[src/hw/rv_pkg.sv]
package rv_pkg;

    // datapath widths
    localparam int word_width = 32;
    localparam int reg_addr_width = 5;
    localparam int address_width_default = 16;

    // sequencer steps, one per cycle while running
    typedef enum logic [2:0] {
        st_init,
        st_fetch,
        st_fetch2,
        st_decode,
        st_registers,
        st_alu,
        st_step,
        st_halted
    } seq_state_t;

    // major opcode groups of RV32I
    typedef enum logic [3:0] {
        op_alu_imm,
        op_alu_reg,
        op_lui,
        op_auipc,
        op_jal,
        op_jalr,
        op_branch,
        op_load,
        op_store,
        op_system,
        op_other
    } op_class_t;

    typedef enum logic [3:0] {
        alu_add,
        alu_sub,
        alu_sll,
        alu_slt,
        alu_sltu,
        alu_xor,
        alu_srl,
        alu_sra,
        alu_or,
        alu_and
    } alu_op_t;

endpackage

[src/hw/register_file.sv]
`timescale 1ns/1ps

module register_file (
    input  logic                              clock,
    input  logic                              reset_n,
    input  logic                              write,
    input  logic [rv_pkg::reg_addr_width-1:0] write_address,
    input  logic [rv_pkg::word_width-1:0]     write_data,
    input  logic [rv_pkg::reg_addr_width-1:0] read1_address,
    output logic [rv_pkg::word_width-1:0]     read1_data,
    input  logic [rv_pkg::reg_addr_width-1:0] read2_address,
    output logic [rv_pkg::word_width-1:0]     read2_data
);
    import rv_pkg::*;

    logic [word_width-1:0] regs [2**reg_addr_width];

    // architectural registers start from zero
    always_ff @(posedge clock) begin
        if (!reset_n) begin
            for (int i = 0; i < 2**reg_addr_width; i++) begin
                regs[i] <= '0;
            end
        end else if (write && write_address != '0) begin
            regs[write_address] <= write_data;
        end
    end

    // x0 is hardwired
    assign read1_data = (read1_address == '0) ? '0 : regs[read1_address];
    assign read2_data = (read2_address == '0) ? '0 : regs[read2_address];

endmodule

[config.mk]
export PLATFORM = sky130hd
export DESIGN_NAME = register_file
export DESIGN_NICKNAME = d
export VERILOG_FILES = /design/src/hw/rv_pkg.sv /design/src/hw/register_file.sv
export SDC_FILE = /design/constraint.sdc
export NUM_CORES = 2
export LEC_CHECK = 0
export ABC_AREA = 0
export BUFFER_PORTS_ARGS = -buffer_cell sky130_fd_sc_hd__buf_4
export CAP_MARGIN = 20
export CELL_PAD_IN_SITES_DETAIL_PLACEMENT = 1
export CELL_PAD_IN_SITES_GLOBAL_PLACEMENT = 1
export CORE_MARGIN = 2
export CORE_UTILIZATION = 54
export CTS_CLUSTER_DIAMETER = 120
export DETAILED_ROUTE_END_ITERATION = 7
export PLACE_DENSITY = 0.92
export SLEW_MARGIN = 0
export SYNTH_ARGS = -nofsm -noshare
export SYNTH_HDL_FRONTEND = slang
export SYNTH_SLANG_ARGS = --single-unit
[constraint.sdc]
create_clock -name clock -period 4.9 [get_ports clock]
set_clock_uncertainty 0.05 [all_clocks]
set_input_delay 0.245 -clock clock [delete_from_list [all_inputs] [get_ports clock]]
set_output_delay 0.245 -clock clock [all_outputs]
set_load 0.005 [all_outputs]
==> impl_metrics.yaml <==
status:
  status: "finished clean"
global_route:
  grt.busiest_layer: "met2"
  grtUsageMet2: 0.626
  grt_use_met1: 0.482
  gr-usage-all-layers: 0.406
  overflow: 0
  grt_use_met3: 0.131
  antenna_found_initial: 20
  grt_pass1_wl_mm: 295
  grt_max_degree: 85
  grt_pass1_vias: 40224
placement:
  place_inst: 4713
  place_congestion: 0.899
  port_buffers: 113
  pre_cts_slack_ns: 1.12
  hpwl_mm: 124
drt:
  routed_wl_mm: 217
  drc: 0
  firstDrtPassIters: 7
  drtIter0Drc: 7760
  via_per_inst: 7.93
  drt-wirelength-per-cell_um: 44.0
  vias: 39058
  drtAntennaViolNets: 0
die:
  row_count: 116
  fp.dieW_um: 321
  ios: 114
  dieArea_mm2: 0.103
  initial_core_util: 0.543
  die_h_um: 321
  core_area_mm2: 0.0999
pwr:
  p_leak_nw: 20.7
  powerDensity_mw_per_mm2: 357
  max-vdd-ir-drop_mv: 0.304
worst_hold_path:
  hp-class: "input port to register"
synthesis:
  synth_edf_count: 1024
  synth_cells: 3509
  async_flop_share: 0
  synthesis.area_mm2: 0.0542
  yosysSeqAreaShare: 0.567
  synth_ff_type: "edfxtp_1"
  synth_cell_types: 41
  syn_area_per_cell_um2: 15.4
  synth_warnings: 0
  synth_seq_cells: 1024
cts:
  clockBufferDepth: 3
  cts_sinks: 1024
  cts_setup_buffers: 0
  root_buffer: "clkbuf_16"
  cts_buffers: 105
  hold_buffers: 0
  clkSlewWorstSetupHoldPaths_ns: 0.06
  tritoncts: "done"
  ctsResizeCount: 0
  h-tree-depth: 3
timing:
  drv_slew: 0
  worstMarginPinSlew_ns: 1.28
  hold_ws_ns: 0.0214
  clock.fmax_mhz: 224
  rsz0062_at_grt: "false"
  slew_headroom: 0.124
  fin_crit_ns: 4.47
  setup_slack_ns: 0.426
  fin_crit_sh: 0.913
  setup-tns-final_ns: 0
  setup-violations-final: 0
  hold_viol_final: 0
final_layout:
  final_common_cell: "edfxtp_1"
  top_regs: "regs: 1024 flops"
  fin_nets: 3576
  final_util: 0.603
  syn_to_final_growth_pct: 11.1
  largest_reg_flops: 1024
  fin_cells: 4925
  regMostFlops: "regs"
  layout_common_cells: "1024 x edfxtp_1, 995 x and2_1, 470 x mux4_2"
  drive_above_1_share: 0.275
worst_setup_path:
  crit_fanout: 39
  worstPathArrival_ns: 4.18
  cp-start-kind: "input port"
  worstPathRequired_ns: 4.61
  endpoint_kind: "output pin"
  crit_type: "input port to output pin"
flow_run:
  maxCapViolations: 0
## power by group
part / internal (W) / switching, W
Combinational: 0.00111 / 0.00167
Clock: 0.00447 / 0.00373
Sequential: 0.0101 / 0.000381
## final cells by class
class,count,area [µm²]
Tap cell,1298,1620
Clock inverter,75,622
Fill cell,8866,39600
Antenna cell,14,35.0
Inverter,2,7.51
Clock buffer,119,2700
Timing Repair Buffer,267,2260
Multi-Input combinational cell,2126,22200
Sequential cell,1024,30700
## cells in the mapped netlist, drive strengths merged, types with 2 or more instances
cell type	n	area share
a2111oi	29	0.0050
a211oi	34	0.0047
a21oi	10	0.00092
a221oi	3	0.00048
a22o	51	0.0082
a22oi	18	0.0025
a32o	4	0.00074
and2	996	0.11
and3	2	0.00023
buf	113	0.014
clkbuf	275	0.019
edfxtp	1024	0.57
inv	2	0.00014
mux2	30	0.0062
mux2i	154	0.028
mux4	470	0.20
nand2	9	0.00062
nand2b	6	0.00069
nand3	5	0.00046
nand3b	5	0.00069
nand4b	2	0.00032
nor2	36	0.0025
nor2b	15	0.0017
nor3	54	0.0050
nor4	8	0.00092
o211a	2	0.00037
o21ai	33	0.0030
o221ai	27	0.0044
o22ai	79	0.0091
or2	2	0.00023
or3	3	0.00035
or3b	3	0.00048
## kinds of logic after synthesis
group           synth area share
compound gates            0.0396
mux                        0.230
buf+inv                   0.0333
other cells            0.0000692
simple gates               0.130
flops                      0.567
## metal layers
layer  up-vias  routed length [µm]
met4        20               20500
met1     19240               65400
met3      1400               33600
met5         -                 161
met2      4737               97100
li1      13661                   -
## worst max-delay path, cell delays in order
cell	delay, ns
buf_4	0.64
or3_2	0.88
buf_4	0.38
o221ai_1	0.17
a211oi_1	1.07
nor3_1	0.41
buf_4	0.27
## path summary, 6_finish.rpt
| path | slack, ns | startpoint | cells after the start | to |
|---|---|---|---|---|
| setup / recovery | 0.43 | read2_address[1] | 7 | read2_data[14] |
| hold / removal | 0.02 | write_data[29] | 2 | regs[2][29]$_SDFFCE_PN0P_ |
## metrics by stage
step / cell area, µm² / total power [W]
global placement: 56800 / 0.0130
finish: 60200 / 0.0215
detailed placement: 56800 / 0.0132
global route: 60200 / 0.0217
floorplan: 54300 / 0.0120
CTS: 60200 / 0.0211
Note: power is estimated with default switching activity, not from simulation.
