--- config.mk ---
export PLATFORM = sky130hd
export DESIGN_NAME = inst_decoder_flat
export DESIGN_NICKNAME = d
export VERILOG_FILES = /design/src/hw/rv_pkg.sv /design/src/hw/decode_if.sv /design/src/hw/inst_decoder.sv /design/src/flat_wrapper.sv
export SDC_FILE = /design/constraint.sdc
export NUM_CORES = 1
export LEC_CHECK = 0
export BUFFER_PORTS_ARGS = -buffer_cell sky130_fd_sc_hd__buf_2
export CORE_UTILIZATION = 30
export DETAILED_ROUTE_END_ITERATION = 8
export PLACE_DENSITY = 0.83
export SYNTH_ARGS = -nofsm -noshare
export SYNTH_HDL_FRONTEND = slang
export SYNTH_SLANG_ARGS = --single-unit
--- constraint.sdc ---
create_clock -name vclk -period 2.3
set_input_delay 0.46 -clock vclk [all_inputs]
set_output_delay 0.46 -clock vclk [all_outputs]
set_load 0.01 [all_outputs]
--- src/hw/rv_pkg.sv ---
package rv_pkg;

    // datapath widths
    localparam int word_width = 32;
    localparam int reg_addr_width = 5;
    localparam int address_width_default = 16;

    // sequencer steps, one per cycle while running
    typedef enum logic [2:0] {
        st_init,
        st_fetch,
        st_fetch2,
        st_decode,
        st_registers,
        st_alu,
        st_step,
        st_halted
    } seq_state_t;

    // major opcode groups of RV32I
    typedef enum logic [3:0] {
        op_alu_imm,
        op_alu_reg,
        op_lui,
        op_auipc,
        op_jal,
        op_jalr,
        op_branch,
        op_load,
        op_store,
        op_system,
        op_other
    } op_class_t;

    typedef enum logic [3:0] {
        alu_add,
        alu_sub,
        alu_sll,
        alu_slt,
        alu_sltu,
        alu_xor,
        alu_srl,
        alu_sra,
        alu_or,
        alu_and
    } alu_op_t;

endpackage

--- src/hw/decode_if.sv ---
`timescale 1ns/1ps

interface decode_if;
    import rv_pkg::*;

    op_class_t op_class;
    logic [reg_addr_width-1:0] rd;
    logic [reg_addr_width-1:0] rs1;
    logic [reg_addr_width-1:0] rs2;
    logic [2:0] funct3;
    logic funct7_bit5;
    logic [word_width-1:0] imm_i;
    logic [word_width-1:0] imm_u;

    modport producer (
        output op_class, rd, rs1, rs2, funct3, funct7_bit5, imm_i, imm_u
    );

    // register read addresses are taken straight off the bus at the top
    modport consumer (
        input op_class, rd, funct3, funct7_bit5, imm_i, imm_u
    );

endinterface

--- src/hw/inst_decoder.sv ---
`timescale 1ns/1ps

module inst_decoder (
    input logic [rv_pkg::word_width-1:0] inst,
    decode_if.producer                   dec
);
    import rv_pkg::*;

    // major opcodes, inst[6:0]
    localparam logic [6:0] opc_alu_imm = 7'b0010011;
    localparam logic [6:0] opc_alu_reg = 7'b0110011;
    localparam logic [6:0] opc_lui     = 7'b0110111;
    localparam logic [6:0] opc_auipc   = 7'b0010111;
    localparam logic [6:0] opc_jal     = 7'b1101111;
    localparam logic [6:0] opc_jalr    = 7'b1100111;
    localparam logic [6:0] opc_branch  = 7'b1100011;
    localparam logic [6:0] opc_load    = 7'b0000011;
    localparam logic [6:0] opc_store   = 7'b0100011;
    localparam logic [6:0] opc_system  = 7'b1110011;

    logic [6:0] opcode;

    assign opcode = inst[6:0];

    always_comb begin
        case (opcode)
            opc_alu_imm: dec.op_class = op_alu_imm;
            opc_alu_reg: dec.op_class = op_alu_reg;
            opc_lui:     dec.op_class = op_lui;
            opc_auipc:   dec.op_class = op_auipc;
            opc_jal:     dec.op_class = op_jal;
            opc_jalr:    dec.op_class = op_jalr;
            opc_branch:  dec.op_class = op_branch;
            opc_load:    dec.op_class = op_load;
            opc_store:   dec.op_class = op_store;
            opc_system:  dec.op_class = op_system;
            default:     dec.op_class = op_other;
        endcase
    end

    // register and function fields sit at fixed positions
    assign dec.rd = inst[11:7];
    assign dec.rs1 = inst[19:15];
    assign dec.rs2 = inst[24:20];
    assign dec.funct3 = inst[14:12];
    assign dec.funct7_bit5 = inst[30];

    // sign-extended 12 bit immediate
    assign dec.imm_i = {{20{inst[31]}}, inst[31:20]};

    // upper 20 bits, low bits zero
    assign dec.imm_u = {inst[31:12], 12'b0};

endmodule

--- src/flat_wrapper.sv ---
// flat-port wrapper written by rule: the top's interface ports become plain ports
module inst_decoder_flat import rv_pkg::*;
  (inst, dec_op_class, dec_rd, dec_rs1, dec_rs2, dec_funct3, dec_funct7_bit5, dec_imm_i, dec_imm_u);
  decode_if dec_i ();
  input logic [rv_pkg::word_width-1:0] inst;
  output wire logic [$bits(dec_i.op_class)-1:0] dec_op_class;
  output wire logic [$bits(dec_i.rd)-1:0] dec_rd;
  output wire logic [$bits(dec_i.rs1)-1:0] dec_rs1;
  output wire logic [$bits(dec_i.rs2)-1:0] dec_rs2;
  output wire logic [$bits(dec_i.funct3)-1:0] dec_funct3;
  output wire logic [$bits(dec_i.funct7_bit5)-1:0] dec_funct7_bit5;
  output wire logic [$bits(dec_i.imm_i)-1:0] dec_imm_i;
  output wire logic [$bits(dec_i.imm_u)-1:0] dec_imm_u;
  assign dec_op_class = dec_i.op_class;
  assign dec_rd = dec_i.rd;
  assign dec_rs1 = dec_i.rs1;
  assign dec_rs2 = dec_i.rs2;
  assign dec_funct3 = dec_i.funct3;
  assign dec_funct7_bit5 = dec_i.funct7_bit5;
  assign dec_imm_i = dec_i.imm_i;
  assign dec_imm_u = dec_i.imm_u;
  inst_decoder u_core (.inst(inst), .dec(dec_i));
endmodule
==> results.rst, run 1 <==
.. list-table::
   :header-rows: 1

   * - Metric
     - Value
   * - Area added between synthesis and finish
     - -64.7%
   * - Most area-hungry cell type in the Yosys netlist
     - buf_4
   * - Maximum achievable frequency
     - 546 MHz
   * - FF/Latch Area
     - 0 µm²
   * - Number of rows in the core area
     - 18
   * - Period utilization
     - 0.796
   * - Initial core utilization
     - 0.315
   * - Highest-delay cell along the critical path
     - a2111oi_2
   * - Layout sequential cell count
     - 0
   * - Count of pins over their slew limit
     - 0
   * - Number of input and output port buffers inserted
     - 11
   * - Top library cells by usage in the layout, fill and taps aside
     - conb_1 (12), buf_2 (11), nor2_1 (4)
   * - Setup crit end kind
     - output port
   * - Remaining antenna violation count after routing
     - 0
   * - Largest fanout on the critical path
     - 10
   * - Cell area after synthesis
     - 781 µm²
   * - Post-cts hold buffer count
     - 0
   * - Number of clock buffer instances in the layout
     - 0
   * - Global Route Usage Sum
     - 0.0463
   * - Final Worst Setup Slack
     - 0.469 ns
   * - Crit-path cells
     - buf_2 -> nor3_1 -> nor3_1 -> a2111oi_2 -> buf_2
   * - Largest voltage drop on the vdd net
     - 0.0396 mV
   * - Post-placement cell count
     - 74
   * - Vias in the first global route
     - 233
   * - Critical path data required time
     - 1.84 ns
   * - Element type at the critical path start
     - input pin
   * - Starting DRT DRC Count
     - 3
   * - Gate count of the mapped netlist
     - 107
   * - Type of the worst setup path
     - input pin to output port
   * - Via-to-Cell Ratio
     - 3.91
   * - Largest net degree at the start of global routing
     - 23
   * - Global placer's final weighted congestion
     - 0.637
   * - Distinct cell type count after synthesis
     - 18
   * - Detailed-route DRC error count
     - 0
   * - Final wirelength
     - 736 µm
   * - Most frequent standard cell in the layout excluding fill and tap cells
     - conb_1
   * - Setup slack after placement
     - 0.460 ns
   * - Area of the core
     - 2480 µm²
   * - Unrepaired setup endpoints after global routing
     - false
   * - Hold slack final
     - 0.920 ns
   * - Yosys Warn Count
     - 0
   * - Area contributors post-synth
     - buf_4 (80%), nand4b_1 (2.2%), nor3_1 (1.9%), a2111oi_2 (1.9%), nor2_1 (1.9%)
   * - First-pass GRT wire length
     - 1030 µm
   * - Initial antenna violation count
     - 0
   * - Avg Cell Area, Syn
     - 7.30 µm²
   * - Total Nets Final
     - 78
   * - Die W
     - 53.0 µm
   * - Post-CTS Setup Repair Bufs
     - 0
   * - Maximum single-stage delay on the critical path
     - 0.31 ns
   * - Antenna Diode Count
     - 0
   * - Final number of hold-violating endpoints
     - 0
   * - HPWL after detailed placement
     - 588 µm
   * - Leak
     - 0.121 nW
   * - Worst min path class
     - input pin to output port
   * - Remaining global-route overflow
     - 0
   * - Outcome
     - completed
   * - Proportion of netlist area held by the largest area contributor
     - 0.798
   * - Total Power
     - 0.0000387 W
   * - Final setup violation count
     - 0
   * - Die height
     - 53.0 µm
   * - Critical path data arrival time
     - 1.37 ns
   * - Cell Pwr Density
     - 140 nW/µm²
   * - Bufs and invs on worst path
     - 2
   * - Average detailed-routed wire length per instance
     - 9.95 µm
   * - Boundary pin count
     - 119
   * - Router iterations before antenna repair
     - 2
   * - Layout cells sized above 1
     - 0.295
   * - Family with the most delay on the worst path
     - buffers and inverters
   * - Final sum of negative setup slack
     - 0 ns
   * - Via count
     - 289
   * - Max Cap Violations
     - 0
   * - Number of standard cells in the layout, taps in and fillers out
     - 74
   * - Die area
     - 2810 µm²
   * - Resized Gates After CTS
     - 0
   * - Time the final worst path needs with I/O delays and setup
     - 1.83 ns
   * - Sequential cell area fraction in the yosys report
     - 0
-- through the flow --
stage / area (µm²) / utilization
finish: 275 / 0.111
global route: 275 / 0.111
CTS: 275 / 0.111
detailed placement: 275 / 0.111
global placement: 275 / 0.111
floorplan: 822 / -
-- path summary, 6_finish.rpt --
check	startpoint	endpoint	slack [ns]	cells past startpoint
worst max-delay path	inst[5]	dec_op_class[0]	0.47	5
worst min-delay path	inst[10]	dec_rd[3]	0.92	0
-- report_power, final --
group / switching [W] / internal (W)
sequential: 0 / 0
clock: 0 / 0
combinational: 0.0000258 / 0.0000129
total: 0.0000258 / 0.0000129
-- layout make-up --
cell class	instances	area, µm²
repair buffers	11	55.1
multi-input cells	33	183
fillers	307	2200
well taps	30	37.5
-- synthesized netlist by cell type --
library cell  instances
a2111oi_2             1
a21o_1                1
a31o_2                1
a32oi_1               1
and3_1                1
buf_2                 1
buf_4                83
buf_6                 1
conb_1                1
mux2i_1               1
nand2_1               1
nand2b_1              2
nand3_1               1
nand3b_1              1
nand4b_1              2
nor2_1                4
nor3_1                3
o21ai_0               1
-- logic make-up (layout without fill, tap and decap cells) --
kind of cell,count (synthesis),count (layout),share of synthesized area
other cells,1,12,0.00480
simple gates,15,15,0.106
buf+inv,85,11,0.819
mux,1,1,0.0128
compound gates,5,5,0.0577
-- per-layer routing --
layer / vias to the layer above / global-route usage / share of wire
met4: 0 / 0.0570 / 0.10
met3: 20 / 0.0230 / 0.21
li1: 118 / - / -
met2: 36 / 0.0781 / 0.40
met1: 115 / 0.0337 / 0.29
met5: - / 0 / 0
(Power assumes the default switching activity.)
==> run 2, diff against run 1 <==
- CORE_UTILIZATION: 30 -> 28
- PLACE_DENSITY: 0.83 -> 0.81
- clock period: 2.3 -> 1.55 ns (I/O delays scaled with it)
==> run 2 against run 1 <==
Against the previous run: power grew 66%; routed wire length down 8.4%; global-route usage is 0.82 points lower; sequential share of layout area stayed put; hold slack worse by 0.30 ns; count of clock-buffer cells in the layout did not move; cell area grew 10%; non-clock buffer count grew 2; die area up 6.9%; via count is 5.2% lower; worst setup slack got worse by 0.41 ns.
==> results.rst, run 2 (synthesis gave the netlist of run 1 again) <==
.. list-table::
   :header-rows: 1

   * - Metric
     - Value
   * - Outcome
     - completed
   * - Maximum achievable frequency
     - 671 MHz
   * - Largest net degree at the start of global routing
     - 23 (unchanged)
   * - Router iterations before antenna repair
     - 4 (+2)
   * - Critical path data required time
     - 1.24 ns (-0.60 ns)
   * - Worst min path class
     - input pin to output port
   * - Element type at the critical path start
     - input pin
   * - Post-cts hold buffer count
     - 0 (unchanged)
   * - Max Cap Violations
     - 0 (unchanged)
   * - Startpoint of the lowest-slack hold path
     - inst[11]
   * - Final wirelength
     - 674 µm (-8.4%)
   * - Area added between synthesis and finish
     - -61.2%
   * - Number of clock buffer instances in the layout
     - 0 (unchanged)
   * - Die area
     - 3000 µm² (+6.9%)
   * - Die W
     - 54.8 µm (+3.4%)
   * - Unrepaired setup endpoints after global routing
     - false
   * - Crit. Startpoint
     - inst[5]
   * - Period utilization
     - 0.961
   * - Setup crit end kind
     - output port
   * - Number of input and output port buffers inserted
     - 11 (unchanged)
   * - Number of rows in the core area
     - 18 (unchanged)
   * - Total Nets Final
     - 80 (+2.6%)
   * - Critical path data arrival time
     - 1.18 ns (-0.19 ns)
   * - Global Route Usage Sum
     - 0.0381 (-0.00815)
   * - Layout cells sized above 1
     - 0.370 (+0.0741)
   * - Final setup violation count
     - 0 (unchanged)
   * - Initial antenna violation count
     - 0 (unchanged)
   * - Boundary pin count
     - 119 (unchanged)
   * - Remaining antenna violation count after routing
     - 0 (unchanged)
   * - Detailed-route DRC error count
     - 0 (unchanged)
   * - Cell Pwr Density
     - 211 nW/µm² (+51%)
   * - Die height
     - 54.8 µm (+3.4%)
   * - Count of pins over their slew limit
     - 0 (unchanged)
   * - Leak
     - 0.133 nW (+9.8%)
   * - Average detailed-routed wire length per instance
     - 8.87 µm (-11%)
   * - First-pass GRT wire length
     - 917 µm (-11%)
   * - Largest voltage drop on the vdd net
     - 0.0837 mV (+110%)
   * - Antenna Diode Count
     - 0 (unchanged)
   * - Layout sequential cell count
     - 0 (unchanged)
   * - Via-to-Cell Ratio
     - 3.61 (-7.7%)
   * - FF/Latch Area
     - 0 µm² (unchanged)
   * - Final sum of negative setup slack
     - 0 ns (unchanged)
   * - Via count
     - 274 (-5.2%)
   * - Type of the worst setup path
     - input pin to output port
   * - Instance area at placement
     - 290 µm² (+5.5%)
   * - Final number of hold-violating endpoints
     - 0 (unchanged)
   * - Time the final worst path needs with I/O delays and setup
     - 1.49 ns
   * - Remaining global-route overflow
     - 0 (unchanged)
   * - Initial core utilization
     - 0.307 (-0.00837)
   * - Top library cells by usage in the layout, fill and taps aside
     - conb_1 (12), buf_2 (9), nor2_1 (3)
   * - Vias in the first global route
     - 215 (-7.7%)
   * - Post-placement cell count
     - 76 (+2.7%)
   * - Number of standard cells in the layout, taps in and fillers out
     - 76 (+2.7%)
   * - Largest fanout on the critical path
     - 8 (-2)
   * - Starting DRT DRC Count
     - 4 (+1)
   * - Cell area after layout
     - 303 µm² (+10%)
   * - Global placer's final weighted congestion
     - 0.632 (-0.82%)
   * - Most frequent standard cell in the layout excluding fill and tap cells
     - conb_1
   * - Area of the core
     - 2540 µm² (+2.7%)
## run 2: critical path, cell delays in order
cell	delay, ns
clkbuf_4	0.15
nor2_2	0.10
mux2i_1	0.08
a2111oi_2	0.35
buf_2	0.19
## run 2: worst paths after layout
kind,to,slack [ns],depth (start not counted)
max,dec_op_class[0],0.06,5
min,dec_rd[4],0.62,0
## run 2: per-stage QoR
| stage | hold WS [ns] | power [W] | setup slack [ns] | util |
|---|---|---|---|---|
| after global placement | 0.620 | 0.0000591 | 0.0563 | 0.114 |
| after detailed placement | 0.620 | 0.0000598 | 0.0127 | 0.114 |
| after floorplan | 0.650 | 0.000252 | 0.125 | - |
| after CTS | 0.620 | 0.0000600 | 0.000362 | 0.114 |
| final | 0.620 | 0.0000640 | 0.0603 | 0.119 |
| after global routing | 0.620 | 0.0000724 | 0.000913 | 0.119 |
## run 2: power breakdown
part | switching (W) | internal, W
registers | 0 | 0
clock network | 0 | 0
logic | 0.0000399 | 0.0000241
## run 2: final cells by class
type	instances	area, µm²
timing repair buffer	13	75.1
fill	297	2240
multi-input combinational	33	190
tap	30	37.5
## run 2: what timing repair did
action                                  4_1_cts  5_1_grt
resized for setup                             0        4
endpoints found under the setup margin        0        1
setup buffers                                 0        0
## run 2: routing by layer
metal / vias up / share of wire / global-route usage
met5: - / 0 / 0
met4: 0 / 0.030 / 0.0299
met3: 7 / 0.20 / 0.0167
met2: 26 / 0.44 / 0.0602
met1: 119 / 0.32 / 0.0388
li1: 122 / - / -
==> run 3, diff against run 2 <==
- BUFFER_PORTS_ARGS: -buffer_cell sky130_fd_sc_hd__buf_2 -> -buffer_cell sky130_fd_sc_hd__buf_4
- SKIP_LAST_GASP: default -> 1
==> run 3 against run 2 <==
Against the previous run: global-route usage rose by 0.17 points; routed wire length fell by 3.7%; count of clock-buffer cells in the layout did not move; die area did not move; critical path depth did not move; combinational power barely moved; largest power group unchanged; critical endpoint unchanged; final cell count fell by 2.6%.
==> results.rst, run 3 (synthesis gave the netlist of run 1 again) <==
.. list-table::
   :header-rows: 1

   * - Metric
     - Value
   * - Crit. Startpoint
     - inst[5]
   * - Final sum of negative setup slack
     - 0 ns (unchanged)
   * - Final setup violation count
     - 0 (unchanged)
   * - Antenna Diode Count
     - 0 (unchanged)
   * - Number of standard cells in the layout, taps in and fillers out
     - 74 (-2.6%)
   * - Die height
     - 54.8 µm (unchanged)
   * - Detailed-route DRC error count
     - 0 (unchanged)
   * - Final number of hold-violating endpoints
     - 0 (unchanged)
   * - Type of the worst setup path
     - input pin to output port
   * - Cell Pwr Density
     - 209 nW/µm² (-1.1%)
   * - Worst min path class
     - input pin to output port
   * - First-pass GRT wire length
     - 959 µm (+4.6%)
   * - Largest net degree at the start of global routing
     - 23 (unchanged)
   * - Final Worst Setup Slack
     - 0.0612 ns (+0.000838 ns)
   * - Unrepaired setup endpoints after global routing
     - false
   * - Element type at the critical path start
     - input pin
   * - Area of the core
     - 2540 µm² (unchanged)
   * - Highest-delay cell along the critical path
     - a2111oi_2
   * - Cell area after layout
     - 308 µm² (+1.7%)
   * - Starting DRT DRC Count
     - 5 (+1)
   * - Met1 global-route usage
     - 0.0437 (+0.00485)
   * - Most frequent standard cell in the layout excluding fill and tap cells
     - conb_1
   * - Internal portion of total power
     - 0.0000260 W (+8.1%)
   * - Final wirelength
     - 649 µm (-3.7%)
   * - Via count
     - 266 (-2.9%)
   * - Post-placement cell count
     - 74 (-2.6%)
   * - Outcome
     - completed
   * - Initial antenna violation count
     - 0 (unchanged)
   * - Comb pwr share
     - 1.000 (about the same)
   * - Post-layout utilization of the core
     - 0.121 (+0.00197)
   * - Area added between synthesis and finish
     - -60.6%
   * - Grt peak-use layer
     - met2
   * - Boundary pin count
     - 119 (unchanged)
   * - # fillers
     - 301 (+1.3%)
   * - Hold Path End
     - dec_rd[4]
   * - Die W
     - 54.8 µm (unchanged)
   * - Count of pins over their slew limit
     - 0 (unchanged)
   * - Critical path data arrival time
     - 1.18 ns (about the same)
   * - FF/Latch Area
     - 0 µm² (unchanged)
   * - Maximum achievable frequency
     - 672 MHz (about the same)
   * - Number of input and output port buffers inserted
     - 11 (unchanged)
   * - Leak
     - 0.132 nW (-1.0%)
   * - Setup crit end kind
     - output port
   * - Fraction of power spent switching nets
     - 0.595 (-0.0284)
   * - Die area
     - 3000 µm² (unchanged)
   * - Switch Pwr
     - 0.0000383 W (-4.1%)
   * - Layout sequential cell count
     - 0 (unchanged)
   * - Initial core utilization
     - 0.307 (unchanged)
   * - Critical path data required time
     - 1.24 ns (about the same)
   * - Worst Hold Depth
     - 0 (unchanged)
   * - Total Nets Final
     - 78 (-2.5%)
   * - Crit-path cells
     - buf_4 -> nor2_1 -> mux2i_1 -> a2111oi_2 -> buf_4
   * - Number of rows in the core area
     - 18 (unchanged)
   * - Number of clock buffer instances in the layout
     - 0 (unchanged)
   * - Global placer's final weighted congestion
     - 0.610 (-3.4%)
   * - Resized Gates After CTS
     - 0 (unchanged)
   * - Router iterations before antenna repair
     - 4 (unchanged)
   * - Share of total power in sequential cells
     - 0 (unchanged)
   * - Layout cells sized above 1
     - 0.318 (-0.0514)
   * - Via-to-Cell Ratio
     - 3.59 (-0.30%)
   * - Startpoint of the lowest-slack hold path
     - inst[11]
   * - Largest fanout on the critical path
     - 10 (+2)
   * - Remaining global-route overflow
     - 0 (unchanged)
   * - Clock share of power
     - 0 (unchanged)
   * - Top library cells by usage in the layout, fill and taps aside
     - conb_1 (12), buf_4 (11), nor2_1 (4)
   * - Global Route Usage Sum
     - 0.0398 (+0.00171)
   * - Met2 Usage GRT
     - 0.0602 (unchanged)
   * - Post-CTS Setup Repair Bufs
     - 0 (unchanged)
   * - Instance area at placement
     - 303 µm² (+4.3%)
   * - Time the final worst path needs with I/O delays and setup
     - 1.49 ns (-0.000838 ns)
   * - Post-cts hold buffer count
     - 0 (unchanged)
   * - Largest voltage drop on the vdd net
     - 0.0759 mV (-9.4%)
   * - Period utilization
     - 0.961 (about the same)
   * - Max Cap Violations
     - 0 (unchanged)
   * - Remaining antenna violation count after routing
     - 0 (unchanged)
   * - Average detailed-routed wire length per instance
     - 8.77 µm (-1.1%)
   * - Setup slack after placement
     - 0.0224 ns (+0.00972 ns)
   * - GRT met3 Usage
     - 0.0167 (unchanged)
   * - Vias in the first global route
     - 204 (-5.1%)
   * - Maximum single-stage delay on the critical path
     - 0.36 ns (about the same)
   * - Worst path most repeated cell
     - buf_4
## run 3: cell count changes in the layout (fill, tap and decap cells not counted)
cell	delta
buf_2	-9
buf_4	+9
nor2_1	+1
nor2_2	-1
clkbuf_4	-2
## run 3: through the flow
stage          hold WS [ns]  total power [W]
4_1_cts               0.620        0.0000630
6_report              0.620        0.0000643
3_5_place_dp          0.620        0.0000629
3_3_place_gp          0.620        0.0000623
5_1_grt               0.620        0.0000742
2_1_floorplan         0.650         0.000252
## run 3: cell type report
cell class	instances	area, µm²	share of cell area
well taps	30	37.5	0.122
repair buffers	11	82.6	0.268
multi-input cells	33	188	0.610
## run 3: worst max-delay path by stage
stage,end,slack [ns],cells past startpoint
after floorplan,dec_op_class[0],0.13,4
after global placement,dec_op_class[0],0.04,5
after detailed placement,dec_op_class[0],0.02,5
after CTS,dec_op_class[0],0.01,5
after global routing,dec_op_class[0],0.004,5
final,dec_op_class[0],0.06,5
## run 3: routing by layer
layer / wire length, µm / part of all wire / up-vias
li1: - / - / 118
met1: 200 / 0.31 / 115
met2: 292 / 0.45 / 26
met3: 136 / 0.21 / 7
met4: 20 / 0.031 / 0
met5: 0 / 0 / -
## run 3: power groups by stage
| stage | logic, W | clock network [W] | registers, W |
|---|---|---|---|
| 6_report | 0.0000643 | 0 | 0 |
| 5_1_grt | 0.0000742 | 0 | 0 |
| 4_1_cts | 0.0000630 | 0 | 0 |
| 3_5_place_dp | 0.0000629 | 0 | 0 |
| 3_3_place_gp | 0.0000623 | 0 | 0 |
| 2_1_floorplan | 0.000252 | 0 | 0 |
## run 3: critical path: cells and delay by family
kind            cells  cell delay, ns
compound gates      1            0.36
mux                 1            0.08
simple gates        1            0.10
buf+inv             2            0.32
