==> config.mk <==
export PLATFORM = sky130hd
export DESIGN_NAME = core_sequencer_flat
export DESIGN_NICKNAME = d
export VERILOG_FILES = /design/src/hw/rv_pkg.sv /design/src/hw/decode_if.sv /design/src/hw/core_sequencer.sv /design/src/flat_wrapper.sv
export SDC_FILE = /design/constraint.sdc
export NUM_CORES = 1
export LEC_CHECK = 0
export ABC_AREA = 1
export ABC_CLOCK_PERIOD_IN_PS = 6000
export BUFFER_PORTS_ARGS = -buffer_cell sky130_fd_sc_hd__buf_2
export CAP_MARGIN = 10
export CORE_AREA = 8 8 180 182
export DETAILED_ROUTE_END_ITERATION = 10
export DIE_AREA = 0 0 188 190
export SLEW_MARGIN = 20
export SYNTH_ARGS = -nofsm -noshare
export SYNTH_HDL_FRONTEND = slang
export SYNTH_SLANG_ARGS = --single-unit
==> constraint.sdc <==
create_clock -name clock -period 6 [get_ports clock]
set_input_delay 0.3 -clock clock [delete_from_list [all_inputs] [get_ports clock]]
set_output_delay 0.3 -clock clock [all_outputs]
set_load 0.005 [all_outputs]
==> src/hw/rv_pkg.sv <==
package rv_pkg;

    // datapath widths
    localparam int word_width = 32;
    localparam int reg_addr_width = 5;
    localparam int address_width_default = 16;

    // sequencer steps, one per cycle while running
    typedef enum logic [2:0] {
        st_init,
        st_fetch,
        st_fetch2,
        st_decode,
        st_registers,
        st_alu,
        st_step,
        st_halted
    } seq_state_t;

    // major opcode groups of RV32I
    typedef enum logic [3:0] {
        op_alu_imm,
        op_alu_reg,
        op_lui,
        op_auipc,
        op_jal,
        op_jalr,
        op_branch,
        op_load,
        op_store,
        op_system,
        op_other
    } op_class_t;

    typedef enum logic [3:0] {
        alu_add,
        alu_sub,
        alu_sll,
        alu_slt,
        alu_sltu,
        alu_xor,
        alu_srl,
        alu_sra,
        alu_or,
        alu_and
    } alu_op_t;

endpackage

==> src/hw/decode_if.sv <==
`timescale 1ns/1ps

interface decode_if;
    import rv_pkg::*;

    op_class_t op_class;
    logic [reg_addr_width-1:0] rd;
    logic [reg_addr_width-1:0] rs1;
    logic [reg_addr_width-1:0] rs2;
    logic [2:0] funct3;
    logic funct7_bit5;
    logic [word_width-1:0] imm_i;
    logic [word_width-1:0] imm_u;

    modport producer (
        output op_class, rd, rs1, rs2, funct3, funct7_bit5, imm_i, imm_u
    );

    // register read addresses are taken straight off the bus at the top
    modport consumer (
        input op_class, rd, funct3, funct7_bit5, imm_i, imm_u
    );

endinterface

==> src/hw/core_sequencer.sv <==
`timescale 1ns/1ps

module core_sequencer #(
    parameter int address_width = rv_pkg::address_width_default
) (
    input  logic                              clock,
    input  logic                              reset_n,
    input  logic                              run,
    input  logic [address_width-1:0]          ext_write_address,
    input  logic [rv_pkg::word_width-1:0]     ext_write_data,
    input  logic                              ext_enable_write_inst,
    input  logic                              ext_decode_inst,
    input  logic [rv_pkg::word_width-1:0]     ext_inst_to_decode,
    input  logic [rv_pkg::word_width-1:0]     ram_read_data,
    input  logic [rv_pkg::word_width-1:0]     rs1_value,
    input  logic [rv_pkg::word_width-1:0]     rs2_value,
    input  logic [rv_pkg::word_width-1:0]     alu_result,
    decode_if.consumer                        dec,
    output logic [rv_pkg::word_width-1:0]     inst_to_decode,
    output logic [address_width-1:0]          ram_address,
    output logic                              ram_write,
    output logic [rv_pkg::word_width-1:0]     ram_write_data,
    output rv_pkg::alu_op_t                   alu_op,
    output logic [rv_pkg::word_width-1:0]     alu_a,
    output logic [rv_pkg::word_width-1:0]     alu_b,
    output logic                              rd_write,
    output logic [rv_pkg::reg_addr_width-1:0] rd_address,
    output logic [rv_pkg::word_width-1:0]     rd_data,
    output logic                              halted
);
    import rv_pkg::*;

    seq_state_t state;
    logic [address_width-1:0] pc;
    logic is_alu_class;
    logic writes_rd;
    logic is_ebreak;

    assign is_alu_class = (dec.op_class == op_alu_imm) || (dec.op_class == op_alu_reg);
    assign writes_rd = (is_alu_class || dec.op_class == op_lui) && (dec.rd != '0);
    assign is_ebreak = (dec.op_class == op_system) && (dec.imm_i[11:0] == 12'd1);

    // lui goes through the adder as imm_u + 0
    assign alu_a = (dec.op_class == op_lui) ? dec.imm_u : rs1_value;
    assign alu_b = (dec.op_class == op_alu_reg) ? rs2_value :
                   (dec.op_class == op_lui) ? '0 : dec.imm_i;

    always_comb begin
        alu_op = alu_add;
        if (is_alu_class) begin
            case (dec.funct3)
                3'b000: begin
                    // no subi, so bit 30 only matters for the register form
                    if (dec.op_class == op_alu_reg && dec.funct7_bit5) begin
                        alu_op = alu_sub;
                    end
                end
                3'b001: alu_op = alu_sll;
                3'b010: alu_op = alu_slt;
                3'b011: alu_op = alu_sltu;
                3'b100: alu_op = alu_xor;
                3'b101: alu_op = dec.funct7_bit5 ? alu_sra : alu_srl;
                3'b110: alu_op = alu_or;
                default: alu_op = alu_and;
            endcase
        end
    end

    always_ff @(posedge clock) begin
        if (!reset_n) begin
            state <= st_init;
            pc <= '0;
            ram_write <= 1'b0;
            rd_write <= 1'b0;
            halted <= 1'b0;
        end else begin
            // both strobes are single-cycle pulses
            rd_write <= 1'b0;
            ram_write <= 1'b0;
            if (!run) begin
                // stopped, so the load port owns the RAM and the decoder
                if (ext_decode_inst) begin
                    inst_to_decode <= ext_inst_to_decode;
                end
                if (ext_enable_write_inst) begin
                    ram_address <= ext_write_address;
                    ram_write_data <= ext_write_data;
                    ram_write <= 1'b1;
                end
            end else begin
                case (state)
                    st_init: begin
                        pc <= '0;
                        state <= st_fetch;
                    end
                    st_fetch: begin
                        ram_address <= pc;
                        state <= st_fetch2;
                    end
                    // RAM read latency
                    st_fetch2: state <= st_decode;
                    st_decode: begin
                        inst_to_decode <= ram_read_data;
                        state <= st_registers;
                    end
                    st_registers: begin
                        if (is_ebreak) begin
                            halted <= 1'b1;
                        end
                        state <= st_alu;
                    end
                    st_alu: begin
                        rd_data <= alu_result;
                        rd_address <= dec.rd;
                        rd_write <= writes_rd;
                        state <= halted ? st_halted : st_step;
                    end
                    st_step: begin
                        pc <= pc + address_width'(4);
                        state <= st_fetch;
                    end
                    // only reset leaves here
                    st_halted: state <= st_halted;
                    default: state <= st_init;
                endcase
            end
        end
    end

endmodule

==> src/flat_wrapper.sv <==
// flat-port wrapper written by rule: the top's interface ports become plain ports
module core_sequencer_flat import rv_pkg::*;
#(
    parameter int address_width = rv_pkg::address_width_default
)
  (clock, reset_n, run, ext_write_address, ext_write_data, ext_enable_write_inst, ext_decode_inst, ext_inst_to_decode, ram_read_data, rs1_value, rs2_value, alu_result, inst_to_decode, ram_address, ram_write, ram_write_data, alu_op, alu_a, alu_b, rd_write, rd_address, rd_data, halted, dec_op_class, dec_rd, dec_funct3, dec_funct7_bit5, dec_imm_i, dec_imm_u);
  decode_if dec_i ();
  input  logic clock;
  input  logic reset_n;
  input  logic run;
  input  logic [address_width-1:0] ext_write_address;
  input  logic [rv_pkg::word_width-1:0] ext_write_data;
  input  logic ext_enable_write_inst;
  input  logic ext_decode_inst;
  input  logic [rv_pkg::word_width-1:0] ext_inst_to_decode;
  input  logic [rv_pkg::word_width-1:0] ram_read_data;
  input  logic [rv_pkg::word_width-1:0] rs1_value;
  input  logic [rv_pkg::word_width-1:0] rs2_value;
  input  logic [rv_pkg::word_width-1:0] alu_result;
  output logic [rv_pkg::word_width-1:0] inst_to_decode;
  output logic [address_width-1:0] ram_address;
  output logic ram_write;
  output logic [rv_pkg::word_width-1:0] ram_write_data;
  output rv_pkg::alu_op_t alu_op;
  output logic [rv_pkg::word_width-1:0] alu_a;
  output logic [rv_pkg::word_width-1:0] alu_b;
  output logic rd_write;
  output logic [rv_pkg::reg_addr_width-1:0] rd_address;
  output logic [rv_pkg::word_width-1:0] rd_data;
  output logic halted;
  input wire logic [$bits(dec_i.op_class)-1:0] dec_op_class;
  input wire logic [$bits(dec_i.rd)-1:0] dec_rd;
  input wire logic [$bits(dec_i.funct3)-1:0] dec_funct3;
  input wire logic [$bits(dec_i.funct7_bit5)-1:0] dec_funct7_bit5;
  input wire logic [$bits(dec_i.imm_i)-1:0] dec_imm_i;
  input wire logic [$bits(dec_i.imm_u)-1:0] dec_imm_u;
  assign dec_i.op_class = dec_op_class;
  assign dec_i.rd = dec_rd;
  assign dec_i.funct3 = dec_funct3;
  assign dec_i.funct7_bit5 = dec_funct7_bit5;
  assign dec_i.imm_i = dec_imm_i;
  assign dec_i.imm_u = dec_imm_u;
  core_sequencer #(.address_width(address_width)) u_core (.clock(clock), .reset_n(reset_n), .run(run), .ext_write_address(ext_write_address), .ext_write_data(ext_write_data), .ext_enable_write_inst(ext_enable_write_inst), .ext_decode_inst(ext_decode_inst), .ext_inst_to_decode(ext_inst_to_decode), .ram_read_data(ram_read_data), .rs1_value(rs1_value), .rs2_value(rs2_value), .alu_result(alu_result), .dec(dec_i), .inst_to_decode(inst_to_decode), .ram_address(ram_address), .ram_write(ram_write), .ram_write_data(ram_write_data), .alu_op(alu_op), .alu_a(alu_a), .alu_b(alu_b), .rd_write(rd_write), .rd_address(rd_address), .rd_data(rd_data), .halted(halted));
endmodule
==> results of run 1 <==
flip-flops by register name (all words and copies together), names as in the netlist:
register,count
u_core.inst_to_decode,32
u_core.ram_write,1
u_core.state,3
u_core.rd_address,5
u_core.halted,1
u_core.rd_data,32
u_core.ram_address,16
u_core.rd_write,1
u_core.ram_write_data,32
u_core.pc,14
layer usage:
metal  track usage  share of wire  wire length [µm]
met3        0.0580          0.086              2370
met5             0              0                 0
met1         0.156           0.39             10800
met2         0.254           0.49             13700
met4        0.0776          0.030               825
kinds of logic (layout without fill, tap and decap cells):
kind of cell / after synthesis / after routing / synth area share
compound gates: 66 / 66 / 0.0560
fa+ha+maj: 1 / 1 / 0.00206
buf+inv: 58 / 547 / 0.0420
flops: 137 / 137 / 0.644
mux: 32 / 32 / 0.0593
other cells: 0 / 11 / 0
simple gates: 302 / 302 / 0.196
area by class of cell:
cell class / count / area share
sequential: 137 / 0.411
clock buffer: 17 / 0.0446
clock inverter: 15 / 0.0172
inverter: 32 / 0.0126
timing repair buffer: 483 / 0.257
multi-input combinational: 401 / 0.204
tap: 390 / 0.0512
antenna: 11 / 0.00289
worst max-delay path, cell delays in order:
cell and delay, ns:
buf_2 0.36, inv_2 0.11, buf_4 0.48, nand2_1 0.19, a21oi_4 0.82
power by group through the flow:
stage	combinational, mW	sequential (mW)	clock, mW
after floorplan	0.0930	1.10	0
after global placement	0.282	1.09	0
after detailed placement	0.282	1.09	0
after CTS	0.284	1.07	1.08
after global routing	0.311	1.07	1.12
final	0.279	1.07	1.05
metrics by stage:
step / setup slack, ns / util
after global routing: 3.46 / 0.324
after CTS: 3.53 / 0.322
after floorplan: 1.33 / -
after global placement: 3.22 / 0.302
after detailed placement: 3.20 / 0.302
final: 3.71 / 0.324
worst paths after layout:
path | to | slack, ns | from | depth (start not counted)
setup / recovery | u_core.inst_to_decode[30] | 3.71 | run | 5
hold reg to reg | u_core.halted | 0.47 | u_core.halted | 2
hold / removal | u_core.rd_data[24] | 0.06 | alu_result[24] | 1
setup reg to reg | u_core.inst_to_decode[30] | 3.89 | u_core.state[1] | 4
cell usage in the layout, fill, tap and decap left out, drive strengths merged:
cell      synthesis  routed
buf              16     483
nand2           231     231
edfxtp          117     117
o21ai            50      50
nor2             46      46
inv              32      37
mux2             32      32
dfxtp            20      20
clkbuf           10      17
nand3            14      14
diode             0      11
a21oi            11      11
nor3              6       6
clkinv            0       5
clkinvlp          0       3
nand4             2       2
o22ai             2       2
bufinv            0       2
a31oi             1       1
nor4              1       1
o32ai             1       1
nand3b            1       1
and2              1       1
o31ai             1       1
ha                1       1
==> qor.yml, run 1 <==
status: "finished clean"
antenna_found_initial: 11
synth_area_leaders: "edfxtp_1, nand2_1, dfxtp_1, mux2_2, o21ai_0"
grt_pass1_wl_um: 39900
crit_fanout: 63
whs_ns: 0.0558
place_inst: 1442
chipHeight_um: 190
setup-violations-final: 0
worst_pin_slew_ns: 0.989
wirelength_um: 27600
final_cells: 1486
area_growth_pct: 56.9
clockBufferDepth: 2
hold_buffers: 0
ys_ff_latch: 137
power_frac_clock: 0.437
remaining_drc_errors: 0
path_class: "input port to flop"
grt_max_degree: 66
port_buffers: 477
ctsHtreeMaxLevel: 4
rsz0062_at_grt: "no"
p_per_area_nw_per_um2: 252
fill_cells: 3111
yosysTopAreaCell: "edfxtp_1"
drt-vias-per-instance: 4.09
cts_tree: "built"
drv_cap: 0
p_sw_frac: 0.241
core_area_um2: 29400
num-nets-final: 1363
num_vias: 6081
finalPower_mw: 2.40
pin_count: 478
slew_headroom: 0.339
die_area_um2: 35700
cts.reportedPaths.clkPinSlew_ns: 0.06
max-vdd-ir-drop_mv: 0.175
slew_viol_final: 0
drive_gt1_frac: 0.514
intPower_mw: 1.82
crit_required_ns: 6.03
synthTopCellsByCount: "nand2_1, edfxtp_1, o21ai_0"
synth_ff_type: "edfxtp_1"
clock_sinks: 137
dr.pass1.iters: 4
post-route-period-util: 0.382
final_hold_viol_count: 0
globalplace.congestion: 0.825
cts_buffers: 17
leakage_nw: 4.45
cts_resized: 0
ys_types: 30
synth_cells: 596
combPwrFrac: 0.116
start_util: 0.207
post_cts_buffers: 0
fin_skew_ns: 0.00873
power.switching_uw: 579
cp-start-kind: "input port"
synth_edf_count: 117
rows: 63
avgSynthCellArea_um2: 10.2
ys_async_sr_fraction: 0
post_dp_cell_area_um2: 8890
grt_pass1_vias: 6534
design_area_um2: 9530
clock_latency_ns: 0.41
drt-initial-drc-count: 354
critPathCaptureType: "flop"
seq_area_um2: 3910
seqPwrFrac: 0.447
synth_nets: 887
drt-wirelength-per-cell_um: 18.6
worstPathArrival_ns: 2.32
post-route-min-period_ns: 2.29
fin_tns_setup_ns: 0
synth.most_common_cell: "nand2_1"
cts_root_buf: "clkbuf_16"
track_usage: 0.148
postRouteAntennaNets: 0
syn_area_um2: 6070
post-dp-hpwl_um: 23400
yosysWarningCount: 0
synth_top_cell_area_share: 0.578
max_freq_mhz: 436
hp-class: "input port to flop"
ys_seq_area_frac: 0.644
overflow: 0
multi_input_area_um2: 1950
die_w_um: 188
Note: power is estimated with default switching activity, not from simulation.
==> run 2, diff against run 1 <==
--- a/config.mk
+++ b/config.mk
@@ -6,12 +6,12 @@
 export NUM_CORES = 1
 export LEC_CHECK = 0
 export ABC_AREA = 1
-export ABC_CLOCK_PERIOD_IN_PS = 6000
+export ABC_CLOCK_PERIOD_IN_PS = 2100
 export BUFFER_PORTS_ARGS = -buffer_cell sky130_fd_sc_hd__buf_2
 export CAP_MARGIN = 10
-export CORE_AREA = 8 8 180 182
+export CORE_AREA = 8 8 179 181
 export DETAILED_ROUTE_END_ITERATION = 10
-export DIE_AREA = 0 0 188 190
+export DIE_AREA = 0 0 187 189
 export SLEW_MARGIN = 20
 export SYNTH_ARGS = -nofsm -noshare
 export SYNTH_HDL_FRONTEND = slang
==> constraint.sdc (replaced) <==
create_clock -name clock -period 2.1 [get_ports clock]
set_input_delay 0.105 -clock clock [delete_from_list [all_inputs] [get_ports clock]]
set_output_delay 0.105 -clock clock [all_outputs]
set_load 0.005 [all_outputs]
==> qor.yml, run 2 (synthesized netlist as in run 1, its figures left out) <==
post-dp-hpwl_um: 23500  # +0.43%
finalPower_mw: 7.13  # +200%
place_inst: 1449  # +0.49%
cts_tree: "built"
cp-start-kind: "flop"
overflow: 0  # unchanged
fin_tns_setup_ns: 0  # unchanged
slew_headroom: 0.632  # +0.293
hp-class: "input port to flop"
chipHeight_um: 189  # -0.53%
status: "finished clean"
final_util: 0.375  # +0.0509
clock_sinks: 137  # unchanged
met2_length_um: 15600  # +14%
highest_layer: "met4"
postRouteAntennaNets: 0  # unchanged
multi_input_area_um2: 1960  # +0.84%
slew_viol_final: 0  # unchanged
num-nets-final: 1504  # +10%
seq_area_um2: 3920  # about the same
rsz0062_at_grt: "no"
ctsHtreeMaxLevel: 4  # unchanged
drt-wirelength-per-cell_um: 18.2  # -1.9%
area_growth_pct: 80.5
drt-vias-per-instance: 4.13  # +0.89%
top_regs: "u_core.inst_to_decode x32, u_core.ram_write_data x32, u_core.rd_data x32"
mostFrequentLayoutCells: "buf_2, nand2_1, dlygate4sd3_1, edfxtp_1, o21ai_0"
num_vias: 6680  # +9.9%
cts_buffers: 17  # unchanged
met3RoutedLength_um: 1970  # -17%
clockBufferDepth: 2  # unchanged
clock_latency_ns: 0.41  # about the same
crit_fanout: 25  # -60%
post_cts_buffers: 0  # unchanged
fin_skew_ns: 0.00969  # +0.000962 ns
cts_root_buf: "clkbuf_16"
final_cells: 1618  # +8.9%
critPathCaptureType: "flop"
pin_count: 478  # unchanged
dr.pass1.iters: 4  # unchanged
port_buffers: 477  # unchanged
wirelength_um: 29500  # +6.8%
antenna_found_initial: 7  # -4
drv_cap: 0  # unchanged
max-vdd-ir-drop_mv: 0.488  # +180%
globalplace.congestion: 0.828  # +0.40%
start_util: 0.208  # +0.00111
drt-initial-drc-count: 315  # -11%
post-route-min-period_ns: 1.81
max_freq_mhz: 553
grt_pass1_wl_um: 43600  # +9.3%
post-route-period-util: 0.862
met1_length_um: 11400  # +5.5%
fill_cells: 2877  # -7.5%
setup-violations-final: 0  # unchanged
path_class: "flop to flop"
crit_required_ns: 2.21  # -3.82 ns
final_hold_viol_count: 0  # unchanged
cts.reportedPaths.clkPinSlew_ns: 0.06  # about the same
p_per_area_nw_per_um2: 650  # +160%
grt_max_degree: 66  # unchanged
grt_pass1_vias: 7321  # +12%
core_area_um2: 29200  # -0.54%
worst_pin_slew_ns: 0.547  # -0.443 ns
die_w_um: 187  # -0.53%
drive_gt1_frac: 0.460  # -0.0539
rows: 63  # unchanged
cts_resized: 0  # unchanged
die_area_um2: 35300  # -1.1%
remaining_drc_errors: 0  # unchanged
worstPathArrival_ns: 1.91  # -0.41 ns
leakage_nw: 5.07  # +14%
track_usage: 0.160  # +0.0118
final_common_cell: "buf_2"
==> run 2: changes by cell type in the layout (fill, tap and decap cells not counted), moves of 3 or more <==
cell | previous run | this run
dlygate4sd3_1 | 0 | 135
diode_2 | 11 | 3
buf_12 | 1 | 4
clkinv_4 | 3 | 0
buf_4 | 5 | 8
==> run 2: final timing paths <==
path	from	end	slack, ns	depth (start not counted)
setup / recovery	u_core.state[1]	u_core.inst_to_decode[6]	0.29	5
hold / removal	ext_write_address[5]	u_core.ram_address[5]	0.01	3
setup reg to reg	u_core.state[1]	u_core.inst_to_decode[6]	0.29	5
hold reg to reg	u_core.halted	u_core.halted	0.49	2
==> run 2: layout make-up <==
| type | count | share of cell area |
|---|---|---|
| clock inverters | 14 | 0.0154 |
| well taps | 390 | 0.0445 |
| diodes | 3 | 0.000685 |
| repair buffers | 624 | 0.354 |
| flip-flops and latches | 137 | 0.357 |
| multi-input cells | 401 | 0.179 |
| inverters | 32 | 0.0110 |
| clock buffers | 17 | 0.0388 |
==> run 2: timing repair <==
action	in CTS	in global routing
setup endpoints to repair	0	0
endpoints found under the hold margin	114	0
hold buffers	135	0
==> run 2: layer usage <==
layer,vias to the layer above,global-route usage
met2,344,0.305
met3,33,0.0447
li1,3236,-
met4,0,0.0556
met5,-,0
met1,3067,0.166
==> run 2: stage by stage <==
stage                     instance area [µm²]  setup slack (ns)  hold WS [ns]
after global routing                    11000             0.200       0.00481
after global placement                   9010             0.307         0.282
after floorplan                          6110           -0.0654         0.204
after detailed placement                 9010             0.312         0.283
after CTS                               11000             0.297       0.00283
final                                   11000             0.291        0.0147
==> run 2: power breakdown <==
group | switching [mW] | internal (mW) | leakage [nW] | total, mW
logic | 0.459 | 0.579 | 3.55 | 1.04
clock network | 1.16 | 1.87 | 0.282 | 3.03
registers | 0.0235 | 3.04 | 1.24 | 3.06
total | 1.64 | 5.49 | 5.07 | 7.13
==> run 2: critical path, stage by stage, from the launching register on <==
cell,delay (ns)
dfxtp_1,0.50
nand2_1,0.14
nor2_1,0.16
nand2_1,0.13
a21oi_4,0.33
buf_12,0.23
==> run 3, diff against run 2 <==
--- a/config.mk
+++ b/config.mk
@@ -9,9 +9,12 @@
 export ABC_CLOCK_PERIOD_IN_PS = 2100
 export BUFFER_PORTS_ARGS = -buffer_cell sky130_fd_sc_hd__buf_2
 export CAP_MARGIN = 10
-export CORE_AREA = 8 8 179 181
+export CELL_PAD_IN_SITES_DETAIL_PLACEMENT = 1
+export CELL_PAD_IN_SITES_GLOBAL_PLACEMENT = 1
+export CORE_AREA = 8 8 180 182
 export DETAILED_ROUTE_END_ITERATION = 10
-export DIE_AREA = 0 0 187 189
+export DIE_AREA = 0 0 188 190
+export PLACE_DENSITY_LB_ADDON = 0.1
 export SLEW_MARGIN = 20
 export SYNTH_ARGS = -nofsm -noshare
 export SYNTH_HDL_FRONTEND = slang
==> qor.yml, run 3 (synthesized netlist as in run 1, its figures left out) <==
status: "finished clean"
worstPathArrival_ns: 1.78  # -0.13 ns
crit_top_cell: "nand2_1"
antenna_found_initial: 8  # +1
slowest_delay_ns: 0.52  # +0.02 ns
intPower_mw: 5.56  # +1.4%
cp_num_buf_inv: 1  # unchanged
top_regs: "u_core.inst_to_decode x32, u_core.ram_write_data x32, u_core.rd_data x32"
grt_pass1_wl_um: 45200  # +3.8%
combPwrFrac: 0.145  # about the same
max-vdd-ir-drop_mv: 0.362  # -26%
setup_slack_ns: 0.426  # +0.135 ns
final_common_cell: "buf_2"
cts_tree: "built"
drt-wirelength-per-cell_um: 18.7  # +2.6%
rsz0062_at_grt: "no"
setup-violations-final: 0  # unchanged
grt_max_degree: 66  # unchanged
critPathCaptureType: "flop"
slew_headroom: 0.687  # +0.0554
multi_input_area_um2: 1960  # -0.25%
power.switching_mw: 1.77  # +7.6%
seq_area_um2: 3920  # unchanged
drt-vias-per-instance: 4.08  # -1.3%
seqPwrFrac: 0.417  # -0.013
cts.reportedPaths.clkPinSlew_ns: 0.06  # about the same
path_cells: "nand2_1, nor2_1, nand2_1, a21oi_4, buf_12"
globalplace.congestion: 0.764  # -7.8%
remaining_drc_errors: 0  # unchanged
final_hold_viol_count: 0  # unchanged
num-nets-final: 1519  # +1.0%
slowest_stage: "dfxtp_1"
drive_gt1_frac: 0.457  # -0.00352
p_per_area_nw_per_um2: 657  # +1.1%
drv_cap: 0  # unchanged
path_class: "flop to flop"
overflow: 0  # unchanged
cp-start-kind: "flop"
post_cts_buffers: 0  # unchanged
pin_count: 478  # unchanged
whs_ns: 0.0232  # +0.00846 ns
crit_fanout: 32  # +28%
core_area_um2: 29400  # +0.54%
track_usage: 0.167  # +0.00686
start_util: 0.207  # -0.00111
cts_root_buf: "clkbuf_16"
post-route-min-period_ns: 1.67  # -0.135 ns
ctsHtreeMaxLevel: 4  # unchanged
leakage_nw: 5.16  # +1.8%
crit_family: "flip-flops"
grt_pass1_vias: 7334  # +0.18%
drt-initial-drc-count: 159  # -50%
post-dp-hpwl_um: 24800  # +5.4%
mostFrequentLayoutCells: "buf_2, nand2_1, dlygate4sd3_1, edfxtp_1, o21ai_0"
max_freq_mhz: 597  # +8.1%
clockBufferDepth: 2  # unchanged
final_util: 0.379  # +0.00442
die_area_um2: 35700  # +1.1%
die_w_um: 188  # +0.53%
chipHeight_um: 190  # +0.53%
clock_sinks: 137  # unchanged
crit_required_ns: 2.21  # about the same
dr.pass1.iters: 4  # unchanged
dpl_worst_slack_ns: 0.458  # +0.146 ns
post-route-period-util: 0.797  # -0.0644
slew_viol_final: 0  # unchanged
worst_pin_slew_ns: 0.469  # -0.0774 ns
postRouteAntennaNets: 0  # unchanged
port_buffers: 477  # unchanged
p_sw_frac: 0.241  # +0.0107
power_frac_clock: 0.438  # +0.013
fin_skew_ns: 0.00914  # -0.000549 ns
hp-class: "input port to flop"
wirelength_um: 30600  # +3.8%
clock_latency_ns: 0.42  # about the same
rows: 63  # unchanged
fill_cells: 3513  # +22%
cts_buffers: 17  # unchanged
area_growth_pct: 83.6
num_vias: 6673  # -0.10%
==> run 3: cell count changes in the layout (fill, tap and decap cells not counted), sizes merged <==
| cell | previous run | this run |
|---|---|---|
| clkinv | 3 | 1 |
| inv | 37 | 41 |
| dlygate4sd3 | 135 | 150 |
| clkinvlp | 3 | 2 |
| diode | 3 | 6 |
==> run 3: power groups by stage <==
stage / Clock [mW] / Sequential [mW] / Combinational (mW)
detailed placement: 0 / 3.12 / 0.826
finish: 3.21 / 3.06 / 1.06
floorplan: 0 / 3.13 / 0.271
global route: 3.42 / 3.06 / 1.18
global placement: 0 / 3.12 / 0.821
CTS: 3.32 / 3.06 / 1.08
==> run 3: path summary, 6_finish.rpt <==
check | from | endpoint | slack [ns] | cells after the start
hold / removal | ram_read_data[6] | u_core.inst_to_decode[6] | 0.02 | 3
setup / recovery | u_core.state[1] | u_core.inst_to_decode[3] | 0.43 | 5
hold reg to reg | u_core.pc[2] | u_core.pc[2] | 0.49 | 1
setup reg to reg | u_core.state[1] | u_core.inst_to_decode[3] | 0.43 | 5
==> run 3: stage by stage <==
step                setup TNS (ns)  total power [mW]  instances  instance area (µm²)
floorplan                    -2.42              3.40        596                 6110
global placement                 0              3.94       1449                 9010
detailed placement               0              3.94       1449                 9010
CTS                              0              7.47       1631                11100
global route                     0              7.66       1637                11200
finish                           0              7.33       1637                11200
==> run 3: cell type report <==
class / count / share of cell area
repair buffers: 639 / 0.361
diodes: 6 / 0.00135
well taps: 390 / 0.0437
clock buffers: 17 / 0.0381
clock inverters: 15 / 0.0184
flip-flops and latches: 137 / 0.351
inverters: 32 / 0.0108
multi-input cells: 401 / 0.175
==> run 3: worst register-to-register path: stages (launching register included) <==
cell and delay, ns:
dfxtp_1 0.52, nand2_1 0.15, nor2_1 0.16, nand2_1 0.13
a21oi_4 0.17, buf_12 0.22
==> run 3: metal layers <==
layer | global-route usage | vias up | part of all wire
met5 | 0 | - | 0
met4 | 0.0636 | 0 | 0.022
met3 | 0.0571 | 29 | 0.078
met2 | 0.312 | 310 | 0.53
met1 | 0.169 | 3050 | 0.37
li1 | - | 3284 | -
==> run 3: repair_timing <==
item                      CTS  global route
gates resized for setup     0             0
hold buffers              150             0
hold endpoints to repair  120             0
